### config.mk
export PLATFORM = sky130hd
export DESIGN_NAME = ctrl_top
export DESIGN_NICKNAME = d
export VERILOG_FILES = /design/src/ctrl_pkg.sv /design/src/ctrl_top.sv /design/src/ctrl_fsm.sv /design/src/ctrl_irq.sv /design/src/ctrl_exc_prio.sv
export SDC_FILE = /design/constraint.sdc
export NUM_CORES = 1
export LEC_CHECK = 0
export ABC_AREA = 1
export BUFFER_PORTS_ARGS = -buffer_cell sky130_fd_sc_hd__buf_2
export CORE_ASPECT_RATIO = 1.1
export CORE_MARGIN = 2
export CORE_UTILIZATION = 25
export DETAILED_ROUTE_END_ITERATION = 8
export SLEW_MARGIN = 20
export SYNTH_ARGS = -nofsm -noshare
export SYNTH_HDL_FRONTEND = slang
export SYNTH_SLANG_ARGS = --single-unit
### constraint.sdc
create_clock -name clk_i -period 3.45 [get_ports clk_i]
set_input_delay 0.345 -clock clk_i [delete_from_list [all_inputs] [get_ports clk_i]]
set_output_delay 0.345 -clock clk_i [all_outputs]
set_load 0.1 [all_outputs]
### src/ctrl_pkg.sv
package ctrl_pkg;

	typedef enum logic [3:0] {
		RESET,
		BOOT_SET,
		WAIT_SLEEP,
		SLEEP,
		FIRST_FETCH,
		DECODE,
		FLUSH,
		IRQ_TAKEN
	} ctrl_state_e;

	typedef enum logic [2:0] {
		PC_BOOT,
		PC_JUMP,
		PC_EXC,
		PC_ERET
	} pc_sel_e;

	typedef enum logic [1:0] {
		EXC_PC_EXC,
		EXC_PC_IRQ
	} exc_pc_sel_e;

	// mcause as written to the csr file, or split into its fields.
	typedef union packed {
		logic [6:0] raw;
		struct packed {
			logic       irq;
			logic       internal;
			logic [4:0] code;
		} fields;
	} exc_cause_t;

	localparam logic [6:0] EXC_CAUSE_INSTR_ACCESS_FAULT = 7'h01;
	localparam logic [6:0] EXC_CAUSE_ILLEGAL_INSN       = 7'h02;
	localparam logic [6:0] EXC_CAUSE_BREAKPOINT         = 7'h03;
	localparam logic [6:0] EXC_CAUSE_LOAD_ACCESS_FAULT  = 7'h05;
	localparam logic [6:0] EXC_CAUSE_STORE_ACCESS_FAULT = 7'h07;
	localparam logic [6:0] EXC_CAUSE_ECALL_U_MODE       = 7'h08;
	localparam logic [6:0] EXC_CAUSE_ECALL_M_MODE       = 7'h0b;

	localparam logic [6:0] EXC_CAUSE_IRQ_SOFTWARE = 7'h23;
	localparam logic [6:0] EXC_CAUSE_IRQ_TIMER    = 7'h27;
	localparam logic [6:0] EXC_CAUSE_IRQ_EXTERNAL = 7'h2b;
	localparam logic [6:0] EXC_CAUSE_IRQ_NM       = 7'h3f;

	localparam logic [4:0] FAST_IRQ_CODE_BASE = 5'd16; // fast irq i uses code 16+i.

	localparam logic [1:0] PRIV_M = 2'b11;
	localparam logic [1:0] PRIV_U = 2'b00;

endpackage
### src/ctrl_top.sv
`timescale 1ns/10ps

module ctrl_top #(
	parameter int unsigned NumFastIrq = 15 // 1 to 16.
) (
	input  logic                  clk_i,
	input  logic                  rst_ni,
	output logic                  ctrl_busy_o,
	input  logic                  illegal_insn_i,
	input  logic                  ecall_insn_i,
	input  logic                  mret_insn_i,
	input  logic                  wfi_insn_i,
	input  logic                  ebrk_insn_i,
	input  logic                  csr_pipe_flush_i,
	input  logic                  instr_valid_i,
	input  logic [31:0]           instr_i,
	input  logic [15:0]           instr_compressed_i,
	input  logic                  instr_is_compressed_i,
	input  logic                  instr_fetch_err_i,
	input  logic                  instr_fetch_err_plus2_i,
	input  logic [31:0]           pc_id_i,
	output logic                  instr_valid_clear_o,
	output logic                  id_in_ready_o,
	output logic                  instr_req_o,
	output logic                  pc_set_o,
	output ctrl_pkg::pc_sel_e     pc_mux_o,
	output ctrl_pkg::exc_pc_sel_e exc_pc_mux_o,
	output ctrl_pkg::exc_cause_t  exc_cause_o,
	input  logic [31:0]           lsu_addr_last_i,
	input  logic                  load_err_i,
	input  logic                  store_err_i,
	input  logic                  branch_set_i,
	input  logic                  jump_set_i,
	input  logic                  csr_mstatus_mie_i,
	input  logic                  irq_pending_i,
	input  logic [NumFastIrq+2:0] irqs_i,
	input  logic                  irq_nm_i,
	output logic                  nmi_mode_o,
	output logic                  csr_save_if_o,
	output logic                  csr_save_id_o,
	output logic                  csr_save_cause_o,
	output logic                  csr_restore_mret_o,
	output logic [31:0]           csr_mtval_o,
	input  logic [1:0]            priv_mode_i,
	input  logic                  stall_id_i,
	output logic                  flush_id_o
);

	logic                 exc_req;
	logic                 exc_pending;
	logic [5:0]           prio;
	logic                 in_flush;
	logic                 handle_irq;
	ctrl_pkg::exc_cause_t irq_cause;
	logic                 nmi_enter;
	logic                 nmi_exit;

	ctrl_exc_prio u_exc_prio (
		.clk_i             (clk_i),
		.rst_ni            (rst_ni),
		.instr_valid_i     (instr_valid_i),
		.illegal_insn_i    (illegal_insn_i),
		.ecall_insn_i      (ecall_insn_i),
		.ebrk_insn_i       (ebrk_insn_i),
		.instr_fetch_err_i (instr_fetch_err_i),
		.load_err_i        (load_err_i),
		.store_err_i       (store_err_i),
		.in_flush_i        (in_flush),
		.exc_req_o         (exc_req),
		.exc_pending_o     (exc_pending),
		.prio_o            (prio)
	);

	ctrl_irq #(
		.NumFastIrq (NumFastIrq)
	) u_irq (
		.clk_i             (clk_i),
		.rst_ni            (rst_ni),
		.irqs_i            (irqs_i),
		.irq_pending_i     (irq_pending_i),
		.irq_nm_i          (irq_nm_i),
		.csr_mstatus_mie_i (csr_mstatus_mie_i),
		.priv_mode_i       (priv_mode_i),
		.nmi_enter_i       (nmi_enter),
		.nmi_exit_i        (nmi_exit),
		.handle_irq_o      (handle_irq),
		.irq_cause_o       (irq_cause),
		.nmi_mode_o        (nmi_mode_o)
	);

	ctrl_fsm u_fsm (
		.clk_i                   (clk_i),
		.rst_ni                  (rst_ni),
		.instr_valid_i           (instr_valid_i),
		.mret_insn_i             (mret_insn_i),
		.wfi_insn_i              (wfi_insn_i),
		.csr_pipe_flush_i        (csr_pipe_flush_i),
		.instr_i                 (instr_i),
		.instr_compressed_i      (instr_compressed_i),
		.instr_is_compressed_i   (instr_is_compressed_i),
		.instr_fetch_err_plus2_i (instr_fetch_err_plus2_i),
		.pc_id_i                 (pc_id_i),
		.lsu_addr_last_i         (lsu_addr_last_i),
		.branch_set_i            (branch_set_i),
		.jump_set_i              (jump_set_i),
		.stall_id_i              (stall_id_i),
		.irq_pending_i           (irq_pending_i),
		.irq_nm_i                (irq_nm_i),
		.priv_mode_i             (priv_mode_i),
		.exc_req_i               (exc_req),
		.exc_pending_i           (exc_pending),
		.prio_i                  (prio),
		.handle_irq_i            (handle_irq),
		.irq_cause_i             (irq_cause),
		.nmi_mode_i              (nmi_mode_o),
		.ctrl_busy_o             (ctrl_busy_o),
		.instr_req_o             (instr_req_o),
		.pc_set_o                (pc_set_o),
		.pc_mux_o                (pc_mux_o),
		.exc_pc_mux_o            (exc_pc_mux_o),
		.exc_cause_o             (exc_cause_o),
		.csr_mtval_o             (csr_mtval_o),
		.csr_save_if_o           (csr_save_if_o),
		.csr_save_id_o           (csr_save_id_o),
		.csr_save_cause_o        (csr_save_cause_o),
		.csr_restore_mret_o      (csr_restore_mret_o),
		.id_in_ready_o           (id_in_ready_o),
		.instr_valid_clear_o     (instr_valid_clear_o),
		.flush_id_o              (flush_id_o),
		.in_flush_o              (in_flush),
		.nmi_enter_o             (nmi_enter),
		.nmi_exit_o              (nmi_exit)
	);

endmodule

### src/ctrl_fsm.sv
`timescale 1ns/10ps

module ctrl_fsm (
	input  logic                    clk_i,
	input  logic                    rst_ni,
	input  logic                    instr_valid_i,
	input  logic                    mret_insn_i,
	input  logic                    wfi_insn_i,
	input  logic                    csr_pipe_flush_i,
	input  logic [31:0]             instr_i,
	input  logic [15:0]             instr_compressed_i,
	input  logic                    instr_is_compressed_i,
	input  logic                    instr_fetch_err_plus2_i,
	input  logic [31:0]             pc_id_i,
	input  logic [31:0]             lsu_addr_last_i,
	input  logic                    branch_set_i,
	input  logic                    jump_set_i,
	input  logic                    stall_id_i,
	input  logic                    irq_pending_i,
	input  logic                    irq_nm_i,
	input  logic [1:0]              priv_mode_i,
	input  logic                    exc_req_i,
	input  logic                    exc_pending_i,
	input  logic [5:0]              prio_i,
	input  logic                    handle_irq_i,
	input  ctrl_pkg::exc_cause_t    irq_cause_i,
	input  logic                    nmi_mode_i,
	output logic                    ctrl_busy_o,
	output logic                    instr_req_o,
	output logic                    pc_set_o,
	output ctrl_pkg::pc_sel_e       pc_mux_o,
	output ctrl_pkg::exc_pc_sel_e   exc_pc_mux_o,
	output ctrl_pkg::exc_cause_t    exc_cause_o,
	output logic [31:0]             csr_mtval_o,
	output logic                    csr_save_if_o,
	output logic                    csr_save_id_o,
	output logic                    csr_save_cause_o,
	output logic                    csr_restore_mret_o,
	output logic                    id_in_ready_o,
	output logic                    instr_valid_clear_o,
	output logic                    flush_id_o,
	output logic                    in_flush_o,
	output logic                    nmi_enter_o,
	output logic                    nmi_exit_o
);

	ctrl_pkg::ctrl_state_e state_q;
	ctrl_pkg::ctrl_state_e state_d;

	logic boot_q;
	logic halt_if;
	logic retain_id;
	logic flush_id;
	logic mret_insn;
	logic special_req;

	assign mret_insn = mret_insn_i & instr_valid_i;

	// anything that has to leave DECODE through FLUSH.
	assign special_req = exc_req_i |
		(instr_valid_i & (mret_insn_i | wfi_insn_i | csr_pipe_flush_i));

	always_comb begin
		state_d            = state_q;
		ctrl_busy_o        = 1'b1;
		instr_req_o        = 1'b1;
		pc_set_o           = 1'b0;
		pc_mux_o           = ctrl_pkg::PC_BOOT;
		exc_pc_mux_o       = ctrl_pkg::EXC_PC_EXC;
		exc_cause_o.raw    = '0;
		csr_mtval_o        = '0;
		csr_save_if_o      = 1'b0;
		csr_save_id_o      = 1'b0;
		csr_save_cause_o   = 1'b0;
		csr_restore_mret_o = 1'b0;
		halt_if            = 1'b0;
		retain_id          = 1'b0;
		flush_id           = 1'b0;
		nmi_enter_o        = 1'b0;
		nmi_exit_o         = 1'b0;

		case (state_q)
			ctrl_pkg::RESET: begin
				instr_req_o = 1'b0;
				state_d     = ctrl_pkg::BOOT_SET;
			end

			// two cycles at the boot address, fetch starts in the second.
			ctrl_pkg::BOOT_SET: begin
				pc_set_o    = 1'b1;
				pc_mux_o    = ctrl_pkg::PC_BOOT;
				instr_req_o = boot_q;
				if (boot_q) begin
					state_d = ctrl_pkg::FIRST_FETCH;
				end
			end

			ctrl_pkg::WAIT_SLEEP: begin
				ctrl_busy_o = 1'b0;
				instr_req_o = 1'b0;
				halt_if     = 1'b1;
				flush_id    = 1'b1;
				state_d     = ctrl_pkg::SLEEP;
			end

			ctrl_pkg::SLEEP: begin
				instr_req_o = 1'b0;
				halt_if     = 1'b1;
				flush_id    = 1'b1;
				if (irq_nm_i || irq_pending_i) begin
					state_d = ctrl_pkg::FIRST_FETCH; // wake up, clock gate opens.
				end else begin
					ctrl_busy_o = 1'b0;
				end
			end

			ctrl_pkg::FIRST_FETCH: begin
				if (id_in_ready_o) begin
					state_d = ctrl_pkg::DECODE;
				end
			end

			ctrl_pkg::DECODE: begin
				pc_mux_o = ctrl_pkg::PC_JUMP;
				if (special_req) begin
					retain_id = 1'b1;
					if (!stall_id_i) begin
						state_d = ctrl_pkg::FLUSH;
					end
				end
				if (branch_set_i || jump_set_i) begin
					pc_set_o = 1'b1;
				end
				// irqs wait for an empty, unstalled ID stage.
				if (handle_irq_i && (stall_id_i || instr_valid_i)) begin
					halt_if = 1'b1;
				end
				if (handle_irq_i && !stall_id_i && !special_req && !instr_valid_i) begin
					halt_if = 1'b1;
					state_d = ctrl_pkg::IRQ_TAKEN;
				end
			end

			ctrl_pkg::IRQ_TAKEN: begin
				pc_mux_o     = ctrl_pkg::PC_EXC;
				exc_pc_mux_o = ctrl_pkg::EXC_PC_IRQ;
				if (handle_irq_i) begin
					pc_set_o         = 1'b1;
					csr_save_if_o    = 1'b1;
					csr_save_cause_o = 1'b1;
					exc_cause_o      = irq_cause_i;
					nmi_enter_o      = irq_nm_i & ~nmi_mode_i;
				end
				state_d = ctrl_pkg::DECODE;
			end

			ctrl_pkg::FLUSH: begin
				halt_if  = 1'b1;
				flush_id = 1'b1;
				state_d  = ctrl_pkg::DECODE;
				if (exc_pending_i) begin
					pc_set_o         = 1'b1;
					pc_mux_o         = ctrl_pkg::PC_EXC;
					exc_pc_mux_o     = ctrl_pkg::EXC_PC_EXC;
					csr_save_id_o    = 1'b1;
					csr_save_cause_o = 1'b1;
					case (1'b1)
						prio_i[5]: begin
							exc_cause_o.raw = ctrl_pkg::EXC_CAUSE_INSTR_ACCESS_FAULT;
							csr_mtval_o     = instr_fetch_err_plus2_i ? pc_id_i + 32'd2 : pc_id_i;
						end
						prio_i[4]: begin
							exc_cause_o.raw = ctrl_pkg::EXC_CAUSE_ILLEGAL_INSN;
							csr_mtval_o     = instr_is_compressed_i ?
								{16'h0000, instr_compressed_i} : instr_i;
						end
						prio_i[3]: begin
							exc_cause_o.raw = (priv_mode_i == ctrl_pkg::PRIV_M) ?
								ctrl_pkg::EXC_CAUSE_ECALL_M_MODE : ctrl_pkg::EXC_CAUSE_ECALL_U_MODE;
						end
						prio_i[2]: begin
							exc_cause_o.raw = ctrl_pkg::EXC_CAUSE_BREAKPOINT;
						end
						prio_i[1]: begin
							exc_cause_o.raw = ctrl_pkg::EXC_CAUSE_STORE_ACCESS_FAULT;
							csr_mtval_o     = lsu_addr_last_i;
						end
						prio_i[0]: begin
							exc_cause_o.raw = ctrl_pkg::EXC_CAUSE_LOAD_ACCESS_FAULT;
							csr_mtval_o     = lsu_addr_last_i;
						end
						default: begin
							exc_cause_o.raw = '0;
						end
					endcase
				end else if (mret_insn) begin
					pc_set_o           = 1'b1;
					pc_mux_o           = ctrl_pkg::PC_ERET;
					csr_restore_mret_o = 1'b1;
					nmi_exit_o         = nmi_mode_i;
				end else if (wfi_insn_i && instr_valid_i) begin
					state_d = ctrl_pkg::WAIT_SLEEP;
				end
			end

			default: begin
				instr_req_o = 1'b0;
				state_d     = ctrl_pkg::RESET;
			end
		endcase
	end

	assign in_flush_o          = (state_q == ctrl_pkg::FLUSH);
	assign flush_id_o          = flush_id;
	assign id_in_ready_o       = ~stall_id_i & ~halt_if & ~retain_id;
	assign instr_valid_clear_o = ~(stall_id_i | retain_id) | flush_id;

	always_ff @(posedge clk_i or negedge rst_ni) begin
		if (!rst_ni) begin
			state_q <= ctrl_pkg::RESET;
			boot_q  <= 1'b0;
		end else begin
			state_q <= state_d;
			boot_q  <= (state_q == ctrl_pkg::BOOT_SET) & ~boot_q;
		end
	end

endmodule

### src/ctrl_irq.sv
`timescale 1ns/10ps

module ctrl_irq #(
	parameter int unsigned NumFastIrq = 15
) (
	input  logic                 clk_i,
	input  logic                 rst_ni,
	input  logic [NumFastIrq+2:0] irqs_i,
	input  logic                 irq_pending_i,
	input  logic                 irq_nm_i,
	input  logic                 csr_mstatus_mie_i,
	input  logic [1:0]           priv_mode_i,
	input  logic                 nmi_enter_i,
	input  logic                 nmi_exit_i,
	output logic                 handle_irq_o,
	output ctrl_pkg::exc_cause_t irq_cause_o,
	output logic                 nmi_mode_o
);

	localparam int unsigned IrqExt = NumFastIrq;
	localparam int unsigned IrqTimer = NumFastIrq + 1;
	localparam int unsigned IrqSoft = NumFastIrq + 2;

	logic       irq_enabled;
	logic       nmi_mode_q;
	logic [4:0] fast_id;

	// user mode code can always be interrupted.
	assign irq_enabled = csr_mstatus_mie_i | (priv_mode_i == ctrl_pkg::PRIV_U);

	assign handle_irq_o = ~nmi_mode_q & (irq_nm_i | (irq_pending_i & irq_enabled));
	assign nmi_mode_o   = nmi_mode_q;

	// lowest pending fast interrupt.
	always_comb begin
		fast_id = '0;
		for (int i = NumFastIrq - 1; i >= 0; i--) begin
			if (irqs_i[i]) begin
				fast_id = 5'(i);
			end
		end
	end

	always_comb begin
		irq_cause_o.raw = '0;
		if (irq_nm_i) begin
			irq_cause_o.raw = ctrl_pkg::EXC_CAUSE_IRQ_NM;
		end else if (|irqs_i[NumFastIrq-1:0]) begin
			irq_cause_o.fields.irq      = 1'b0;
			irq_cause_o.fields.internal = 1'b1;
			irq_cause_o.fields.code     = ctrl_pkg::FAST_IRQ_CODE_BASE + fast_id;
		end else if (irqs_i[IrqExt]) begin
			irq_cause_o.raw = ctrl_pkg::EXC_CAUSE_IRQ_EXTERNAL;
		end else if (irqs_i[IrqSoft]) begin
			irq_cause_o.raw = ctrl_pkg::EXC_CAUSE_IRQ_SOFTWARE;
		end else if (irqs_i[IrqTimer]) begin
			irq_cause_o.raw = ctrl_pkg::EXC_CAUSE_IRQ_TIMER;
		end
	end

	always_ff @(posedge clk_i or negedge rst_ni) begin
		if (!rst_ni) begin
			nmi_mode_q <= 1'b0;
		end else if (nmi_enter_i) begin
			nmi_mode_q <= 1'b1;
		end else if (nmi_exit_i) begin
			nmi_mode_q <= 1'b0; // left by mret.
		end
	end

endmodule

### src/ctrl_exc_prio.sv
`timescale 1ns/10ps

module ctrl_exc_prio (
	input  logic       clk_i,
	input  logic       rst_ni,
	input  logic       instr_valid_i,
	input  logic       illegal_insn_i,
	input  logic       ecall_insn_i,
	input  logic       ebrk_insn_i,
	input  logic       instr_fetch_err_i,
	input  logic       load_err_i,
	input  logic       store_err_i,
	input  logic       in_flush_i,
	output logic       exc_req_o,
	output logic       exc_pending_o,
	output logic [5:0] prio_o
);

	logic fetch_err;
	logic ecall;
	logic ebrk;
	logic illegal_d;
	logic exc_req_d;
	logic illegal_q;
	logic exc_req_q;
	logic load_err_q;
	logic store_err_q;

	assign fetch_err = instr_fetch_err_i & instr_valid_i;
	assign ecall     = ecall_insn_i & instr_valid_i;
	assign ebrk      = ebrk_insn_i & instr_valid_i;

	// the instruction stays in ID during the flush, so do not raise it twice.
	assign illegal_d = illegal_insn_i & instr_valid_i & ~in_flush_i;
	assign exc_req_d = (fetch_err | illegal_d | ecall | ebrk) & ~in_flush_i;

	assign exc_req_o     = exc_req_d | load_err_i | store_err_i; // lsu errors flush too.
	assign exc_pending_o = exc_req_q | load_err_q | store_err_q;

	// {fetch, illegal, ecall, ebreak, store, load}, msb wins.
	always_comb begin
		prio_o = '0;
		if (fetch_err) begin
			prio_o[5] = 1'b1;
		end else if (illegal_q) begin
			prio_o[4] = 1'b1;
		end else if (ecall) begin
			prio_o[3] = 1'b1;
		end else if (ebrk) begin
			prio_o[2] = 1'b1;
		end else if (store_err_q) begin
			prio_o[1] = 1'b1;
		end else if (load_err_q) begin
			prio_o[0] = 1'b1;
		end
	end

	always_ff @(posedge clk_i or negedge rst_ni) begin
		if (!rst_ni) begin
			illegal_q   <= 1'b0;
			exc_req_q   <= 1'b0;
			load_err_q  <= 1'b0;
			store_err_q <= 1'b0;
		end else begin
			illegal_q   <= illegal_d;
			exc_req_q   <= exc_req_d;
			load_err_q  <= load_err_i;
			store_err_q <= store_err_i;
		end
	end

endmodule

# Word level (Yosys, flattened, before mapping)
# Cells that the tools add are included.
dict set report word_totals {
  register_bits 10
  in_bits 152
  output_inout_bits 55
  word_cells 167
}
dict set report classes {
  n_addsub 2
  n_eq_ne 13
  muxes 92
  bitwise_logic 35
  n_reduce_logical 18
}
# operator n
set op_table {}
lappend op_table {{32-bit 2-to-1 mux} 10}
lappend op_table {{7-bit 2-to-1 mux} 11}
lappend op_table {{5-bit 2-to-1 mux} 15}
lappend op_table {{4-bit 2-to-1 mux} 10}
lappend op_table {{32-bit by 2-bit adder with 32-bit output (second input constant)} 1}
lappend op_table {{4-bit case mux with 8 select lines} 1}
lappend op_table {{1-bit 2-to-1 mux} 30}
lappend op_table {{4-bit by 3-bit equality test with 1-bit output (second input constant)} 4}
lappend op_table {{15-bit OR reduction} 1}
lappend op_table {{1-bit bitwise AND} 14}
lappend op_table {{1-bit OR} 14}
lappend op_table {{7-bit case mux with 2 select lines} 1}
lappend op_table {{3-bit 2-to-1 mux} 4}
lappend op_table {{3-bit case mux with 3 select lines} 1}
lappend op_table {{4-bit by 2-bit equality test with 1-bit output (second input constant)} 2}
lappend op_table {{1-bit case mux with 2 select lines} 4}
lappend op_table {{1-bit inverter} 7}
lappend op_table {{2-bit 2-to-1 mux} 3}
lappend op_table {{6-bit 2-to-1 mux} 1}
lappend op_table {{5-bit adder (first input constant)} 1}
lappend op_table {{1-bit logical AND} 5}
lappend op_table {{5-bit AND reduction} 1}
lappend op_table {{4-bit by 1-bit equality test with 1-bit output (second input constant)} 1}
lappend op_table {{4-bit logical NOT} 1}
lappend op_table {{12 further kinds} 17}

# Depth between registers and ports, before layout
# Gate-level depths: netlist (run 1).
dict set report depth {
  depth_word 20
  mapped_depth 17
  ltp_nobuf 17
}

# Hierarchy
# From an unflattened synthesis (run 1), not the netlist that was laid out.
dict set report unflattened {
  cells_unflattened 602
  area_unflattened_um2 3103.0
}
# mod n_inst cells_per_inst area_each_um2 seq_area_each_um2
set by_module_without_submodules {}
lappend by_module_without_submodules {ctrl_fsm 1 506 2509.9 100.1}
lappend by_module_without_submodules {ctrl_irq 1 66 374.1 25.0}
lappend by_module_without_submodules {ctrl_exc_prio 1 30 219.0 100.1}

# Worst setup path after synthesis (run 1)
# No wires, ideal clock.
dict set report synth_path {
  path_kind {register to output}
  startpoint {register u_fsm.state_q[0]}
  endpoint {output port exc_cause_o[3] in the netlist's numbering}
  t_arrival_ns 4.805
  required_ns 3.105
  setup_slack_ns -1.700
  stages_incl_launch_ff 7
  n_path_buf 0
  path_cell_list {dfrtp_1 > inv_2 > nor2_1 > inv_1 > nor2_2 > inv_1 > o22ai_1}
}
# item line_no
set synth_rtl {}
lappend synth_rtl {{start, declared} ctrl_fsm.sv:47} ;# ctrl_pkg::ctrl_state_e state_q;
lappend synth_rtl {{start signal, assigned} ctrl_fsm.sv:220} ;# state_q <= ctrl_pkg::RESET;
lappend synth_rtl {{start signal, assigned} ctrl_fsm.sv:223} ;# state_q <= state_d;
lappend synth_rtl {{end, declared} ctrl_top.sv:28} ;# output ctrl_pkg::exc_cause_t exc_cause_o,

# Worst setup path in the final report (run 1)
dict set report layout_path {
  startpoint {input port instr_valid_i}
  endpoint {output port csr_mtval_o[16]}
}
dict set report layout_between {
  elab_chain_cells 13
  word_cells_on_any_way 18
  classes_between {mux (15); bitwise (3)}
}
# item line_no
set layout_rtl {}
lappend layout_rtl {{start, declared} ctrl_top.sv:15} ;# input logic instr_valid_i,
lappend layout_rtl {{1-bit bitwise AND} ctrl_exc_prio.sv:31} ;# assign ebrk = ebrk_insn_i & instr_valid_i;
lappend layout_rtl {{2-bit 2-to-1 mux} ctrl_exc_prio.sv:49} ;# end else if (ebrk) begin
lappend layout_rtl {{3-bit 2-to-1 mux} ctrl_exc_prio.sv:47} ;# end else if (ecall) begin
lappend layout_rtl {{4-bit 2-to-1 mux} ctrl_exc_prio.sv:45} ;# end else if (illegal_q) begin
lappend layout_rtl {{5-bit 2-to-1 mux} ctrl_exc_prio.sv:43} ;# if (fetch_err) begin
lappend layout_rtl {{32-bit 2-to-1 mux (5 in series)} ctrl_fsm.sv:167} ;# case (1'b1)
lappend layout_rtl {{32-bit 2-to-1 mux *} ctrl_fsm.sv:167}
lappend layout_rtl {{32-bit 2-to-1 mux *} ctrl_fsm.sv:161} ;# if (exc_pending_i) begin
lappend layout_rtl {{32-bit 2-to-1 mux *} ctrl_fsm.sv:82} ;# case (state_q)
lappend layout_rtl {{end, declared} ctrl_top.sv:43} ;# output logic [31:0] csr_mtval_o,
# Mark *: on every way between the ends. The rest lies on a longest branch, timed or not.

==> results of run 1 <==
[layer usage]
metal / global-route usage (%) / wire, µm
met4: 2.13 / 63
met1: 24.6 / 5210
met3: 3.91 / 967
met2: 38.3 / 6250
met5: 0 / 13
[cells in the final DEF (no fill, tap or decap), types with 10 or more instances in the layout]
cell type  instances
a21oi_1           38
buf_12            36
buf_2            168
inv_1             74
nand2_1           99
nand3_1           42
nor2_1            56
nor3_1            11
o211ai_1          14
o21ai_0           37
o21ai_1           11
or2_2             10
[synthesized netlist by cell type, types with 3 or more instances]
library cell,count,area (µm²)
o21ai_1,12,60.1
a311oi_1,5,43.8
clkbuf_1,10,37.5
nand4_2,3,37.5
nor2_1,57,214
inv_1,74,278
inv_2,6,22.5
nor3_1,13,65.1
clkinv_1,3,11.3
o21ai_0,38,190
o211ai_1,14,105
buf_4,8,60.1
nand2_1,99,372
a31oi_1,4,25.0
buf_2,4,20.0
a21oi_1,38,190
dfrtp_1,9,225
or2_2,10,62.6
nor2_2,10,62.6
nand3_1,42,210
a22o_1,3,26.3
nand4_1,9,56.3
nand2_2,6,37.5
a221o_1,7,70.1
[through the flow]
stage / power [mW] / hold WS (ns) / instance area [µm²] / utilization (%)
after floorplan: 1.36 / 0.0494 / 2870 / -
after global placement: 1.81 / 0.209 / 4540 / 41.6
after detailed placement: 1.82 / 0.210 / 4540 / 41.6
after CTS: 2.03 / 0.231 / 4630 / 42.4
after global routing: 2.12 / 0.230 / 4630 / 42.4
final: 2.01 / 0.236 / 4630 / 42.4
[power by group through the flow]
stage               Sequential (mW)  Combinational (mW)  Clock (mW)
floorplan                     0.202                1.15           0
global placement              0.170                1.64           0
detailed placement            0.169                1.65           0
CTS                           0.169                1.65       0.210
global route                  0.175                1.73       0.216
finish                        0.169                1.64       0.203
[cells by family after synthesis]
logic type      Yosys count  synth area share (%)
simple gates            264                  46.3
fa+ha+maj                 1                 0.449
buf+inv                 108                  15.8
compound gates          129                  28.3
xor+xnor                  3                 0.942
flops                     9                  8.08
other cells               1                 0.134
[final cells by class]
| type | instances | area (µm²) |
|---|---|---|
| inverter | 84 | 317 |
| multi-input combinational | 400 | 2200 |
| tap | 147 | 184 |
| sequential | 9 | 225 |
| clock buffer | 4 | 78.8 |
| fill | 1258 | 6280 |
| timing repair buffer | 211 | 1620 |
[registers in the layout, summed over array words and instances (netlist names)]
register and cells:
u_exc_prio.illegal_q 1, u_fsm.boot_q 1, u_exc_prio.load_err_q 1, u_exc_prio.store_err_q 1
u_fsm.state_q 3, u_exc_prio.exc_req_q 1, u_irq.nmi_mode_o 1
[what timing repair did]
| item | in CTS | in global routing |
|---|---|---|
| endpoints found under the hold margin | 9 | 0 |
| setup endpoints to repair | 0 | 0 |
| hold buffers | 1 | 0 |
[path summary, 6_finish.rpt]
path	endpoint	cells after the start	slack, ns
max	csr_mtval_o[16]	11	0.76
min	u_exc_prio.store_err_q	1	0.24
max reg2reg	u_fsm.state_q[1]	13	1.83
min reg2reg	u_fsm.boot_q	3	0.54
max in group asynchronous	u_exc_prio.exc_req_q	2	2.76
min in group asynchronous	u_irq.nmi_mode_o	2	0.50
==> flow_summary.yaml, run 1 <==
pwr:
  p_sw_share_pct: 64.5
  p_int_uw: 714
  p_leak_nw: 2.33
  p_sw_mw: 1.30
  power_density_nw_per_um2: 435
  combinationalPowerShare_pct: 81.5
  pwr-share-seq_pct: 8.4
  vdd_drop_max_uv: 631
  p_clk_share_pct: 10.1
sta:
  tns_ns: 0
  clock_skew_ns: 0.00565
  worst_slack_ns: 0.761
  timing.fmax_ghz: 0.372
  setup_viol: 0
  rsz0062_at_grt: "no"
  hold_violations: 0
  finalCriticalPeriod_ns: 2.69
  fin_crit_sh_pct: 77.9
  tightest_slew_ns: 0.708
  report.final.slew_viol_count: 0
  max-slew-margin-rel_pct: 52.7
synth:
  synth_edf_count: 0
  synth-seq-cells: 9
  synth.cell_area_um2: 2790
  yosys_most_used_dff: "dfrtp_1"
  synth_area_per_cell_um2: 5.42
  ys_seq_area_share_pct: 8.08
  yosysUniqueCellTypes: 47
  synth_warnings: 0
  async_reset_ff_share_pct: 100
  synthCells: 515
clocking:
  cts_max_level: 1
  cts-resized-gates: 0
  cts_buffer_depth: 2
  clock-sinks: 9
  insertion_delay_ns: 0.23
  cts.clk_slew.worst_paths_ns: 0.04
  cts_buffers: 3
  cts_tree: "yes"
  postCtsSetupRepairBufs: 0
  clockRootBuffer: "clkbuf_16"
worst_hold_path:
  hold_path_startpoint: "store_err_i"
  hold_class: "in -> reg"
placed_design:
  io_buffers: 203
  placed_cells: 850
  dpl.hpwl_um: 10500
  gp_congestion: 0.874
  dpl_worst_slack_ns: 0.751
global_routing:
  overflow: 0
  grt_pass1_vias: 4094
  grt_first_pass_wirelength_um: 19900
  grt_max_degree: 28
  grtUsageTotal_pct: 20.2
  antenna_found_initial: 1
cells_and_area:
  drive_gt1_share_pct: 38.4
  fin_nets: 862
  areaGrowthSynthToFinish_pct: 65.9
  stdcell_count: 855
  antenna_cells: 0
critical_path:
  crit_arrival_ns: 2.34
  path_class: "in -> out"
  slowest_delay_ns: 0.38
  cp-start-kind: "input pin"
  path_buf_inv: 6
  cp_slowest_cell: "clkinv_1"
  r2r_start: "u_fsm.state_q[2]"
  crit_fanout: 21
  end_kind: "primary output"
  path_cells: "buf_2, nand2_4, clkinv_1, buf_4, nor2_1, inv_1, a21oi_1, a21oi_1, nand3_1, inv_1, buf_12"
  crit_start: "instr_valid_i"
  crit_family: "buffers and inverters"
  worstPathRequired_ns: 3.11
floorplan:
  dieArea_um2: 12000
  row_count: 40
  start_util_pct: 25.6
  die_w_um: 105
  ios: 207
  die_h_um: 115
  core_um2: 10900
detailed_routing:
  vias_per_cell: 4.84
  wl_per_cell_um: 14.6
  vias: 4140
  drt_wl_total_um: 12500
  drtPass1Iterations: 5
  drtIter0Drc: 181
  drc: 0
  ant_nets: 0
run:
  maxCapViolations: 0
status:
  status: "finished clean"
No activity file was read; power rests on OpenSTA's default activity.
==> inputs of run 2 (changes only) <==
ABC_AREA = 0   (was 1)
clock period = 2.7 ns   (was 3.45 ns; I/O delays follow)
==> run 2 against run 1 <==
  * Register-to-register slack worse by 0.88 ns
  * Highest routed layer is now met4
  * Sequential power up 21%
  * Area after synthesis shrank 13%
  * Non-clock buffer count rose by 7
==> flow_summary.yaml, run 2 <==
cells_and_area:
  final_common_cell: "buf_2"
  stdcell_count: 633
  most-common-layout-cells: "buf_2 (167), buf_12 (38), a221oi_1 (32), a211oi_4 (22), xor2_1 (21)"
  largest_reg_flops: 3
  drive_gt1_share_pct: 55.2
  antenna_cells: 0
  final_area_um2: 4520
  fin_nets: 670
  top_register: "u_fsm.state_q"
  areaGrowthSynthToFinish_pct: 86.3
  fill_cells: 971
floorplan:
  row_count: 37
  start_util_pct: 25.8
  dieArea_um2: 10500
  ios: 207
  die_w_um: 98.0
  core_um2: 9400
  die_h_um: 107
detailed_routing:
  wl_per_cell_um: 15.6
  drc: 0
  drtIter0Drc: 141
  ant_nets: 0
  drtPass1Iterations: 6
  vias_per_cell: 5.31
  vias: 3362
  drt_wl_total_um: 9860
status:
  status: "finished clean"
pwr:
  p_leak_nw: 1.84
  p_total_mw: 2.29
  pwr-share-seq_pct: 8.9
  power_density_nw_per_um2: 506
  vdd_drop_max_uv: 458
  p_sw_mw: 1.47
  p_int_uw: 824
  p_clk_share_pct: 7.1
  p_sw_share_pct: 64.0
  combinationalPowerShare_pct: 84.0
global_routing:
  grtUsageTotal_pct: 17.5
  overflow: 0
  grt_max_degree: 35
  grt_pass1_vias: 3397
  antenna_found_initial: 0
  grt_first_pass_wirelength_um: 15600
synth:
  synth-seq-cells: 9
  synth_edf_count: 0
  ys_top_cells_by_area: "a221oi_1 (12%), dfrtp_1 (9.3%), a211oi_1 (8.0%)"
  yosysTopAreaCell: "a221oi_1"
  yosys_most_used_dff: "dfrtp_1"
  synth_top_cell_area_share_pct: 11.5
  synth_most_common_cell: "a221oi_1"
  synth.cell_area_um2: 2430
  synthCells: 322
  synth_area_per_cell_um2: 7.54
  synth_common_cells: "a221oi_1 (32), a211oi_1 (26), nor2_1 (21), xor2_1 (21), nand2_1 (19)"
  async_reset_ff_share_pct: 100
  synth_warnings: 0
  yosysUniqueCellTypes: 61
  ys_seq_area_share_pct: 9.27
critical_path:
  cp_slowest_cell: "or3_1"
  cp-start-kind: "flip-flop"
  crit_family: "simple AND/OR/NAND/NOR gates"
  r2r_cells: 5
  reg2reg_slack_ns: 0.95
  path_buf_inv: 1
  path_class: "reg -> out"
  crit_fanout: 13
  path_cells: "nand2_1, or3_1, a21oi_4, buf_2"
  crit_arrival_ns: 2.27
  cp.depth: 4
  end_kind: "primary output"
  worstPathRequired_ns: 2.43
  r2r_start: "u_fsm.state_q[2]"
  crit_start: "u_fsm.state_q[2]"
  endpoint: "exc_cause_o[5]"
  r2r_end: "u_fsm.state_q[0]"
  slowest_delay_ns: 0.63
worst_hold_path:
  hold_class: "in -> reg"
  hold_path_startpoint: "load_err_i"
sta:
  hold_violations: 0
  finalCriticalPeriod_ns: 2.54
  worst_slack_ns: 0.163
  setup_viol: 0
  tightest_slew_ns: 0.569
  fin_crit_sh_pct: 94.0
  hold_ws_ns: 0.168
  rsz0062_at_grt: "no"
  timing.fmax_ghz: 0.394
  report.final.slew_viol_count: 0
  clock_skew_ns: 0.00803
  max-slew-margin-rel_pct: 62.1
clocking:
  cts_buffer_depth: 2
  clockRootBuffer: "clkbuf_8"
  cts-resized-gates: 0
  postCtsSetupRepairBufs: 0
  clock-sinks: 9
  cts_buffers: 3
  cts_tree: "yes"
  cts_max_level: 1
  hold_buffers: 1
  cts.clk_slew.worst_paths_ns: 0.05
  insertion_delay_ns: 0.23
placed_design:
  dpl.hpwl_um: 8150
  placed_cells: 628
  postPlaceCellArea_um2: 4470
  io_buffers: 203
  dpl_worst_slack_ns: 0.308
  gp_congestion: 0.862
run:
  maxCapViolations: 0
## run 2: cell types whose count changed in the layout (fill, tap and decap cells not counted), moves of 10 or more
cell / before / now
mux2_2: 0 / 16
nand2_1: 99 / 19
a21oi_1: 38 / 6
nand3_1: 42 / 13
nor2_1: 56 / 20
a211oi_4: 0 / 22
inv_1: 74 / 8
a221oi_1: 0 / 32
and3_1: 0 / 10
o21ai_1: 11 / 0
o211ai_1: 14 / 0
o21ai_0: 37 / 2
xor2_1: 2 / 21
## run 2: power groups by stage
| stage | combinational (mW) | clock, mW | sequential, mW |
|---|---|---|---|
| 5_1_grt | 2.01 | 0.175 | 0.210 |
| 3_5_place_dp | 1.93 | 0 | 0.205 |
| 6_report | 1.92 | 0.162 | 0.204 |
| 4_1_cts | 1.94 | 0.166 | 0.203 |
| 3_3_place_gp | 1.92 | 0 | 0.204 |
| 2_1_floorplan | 1.38 | 0 | 0.202 |
## run 2: cells by family (layout without fill, tap and decap cells)
kind of cell,Yosys count,after routing,share of synthesized area [%]
flops,9,9,9.27
xor+xnor,30,30,10.8
compound gates,102,102,34.2
simple gates,123,123,29.4
buf+inv,38,230,7.42
fa+ha+maj,1,1,0.515
other cells,1,3,0.154
mux,18,18,8.24
## run 2: worst register-to-register path, delay by kind of cell, from the launching register on
kind             cells  cell delay, ns
AND/OR/NAND/NOR      3            0.60
flip-flops           1            0.59
AO/OA/AOI/OAI        2            0.47
## run 2: how the worst min path moves through the flow
stage / end / cells after the start / slack, ns
after floorplan: u_exc_prio.exc_req_q / 0 / -0.03
after global placement: u_irq.nmi_mode_o / 1 / 0.14
after detailed placement: u_irq.nmi_mode_o / 1 / 0.15
after CTS: u_exc_prio.store_err_q / 1 / 0.16
after global routing: u_exc_prio.store_err_q / 1 / 0.16
final: u_exc_prio.load_err_q / 1 / 0.17
## run 2: cell type report
cell class	count	area, µm²	area share (%)
multi-input combinational	277	2380	52.6
timing repair buffer	218	1700	37.5
sequential	9	225	4.98
tap	117	146	3.24
clock buffer	4	45.0	0.996
inverter	8	30.0	0.664
## run 2: metal layers
| metal | up-vias | share of wire, % | GRT usage, % |
|---|---|---|---|
| li1 | 1637 | - | - |
| met1 | 1615 | 42 | 21.3 |
| met2 | 106 | 53 | 33.5 |
| met3 | 4 | 5.3 | 2.08 |
| met4 | 0 | 0.36 | 2.48 |
| met5 | - | 0 | 0 |
## run 2: per-stage QoR
step	util [%]	TNS, ns
detailed placement	47.6	0
CTS	48.1	0
global route	48.1	0
global placement	47.6	0
floorplan	-	-7.08
finish	48.1	0
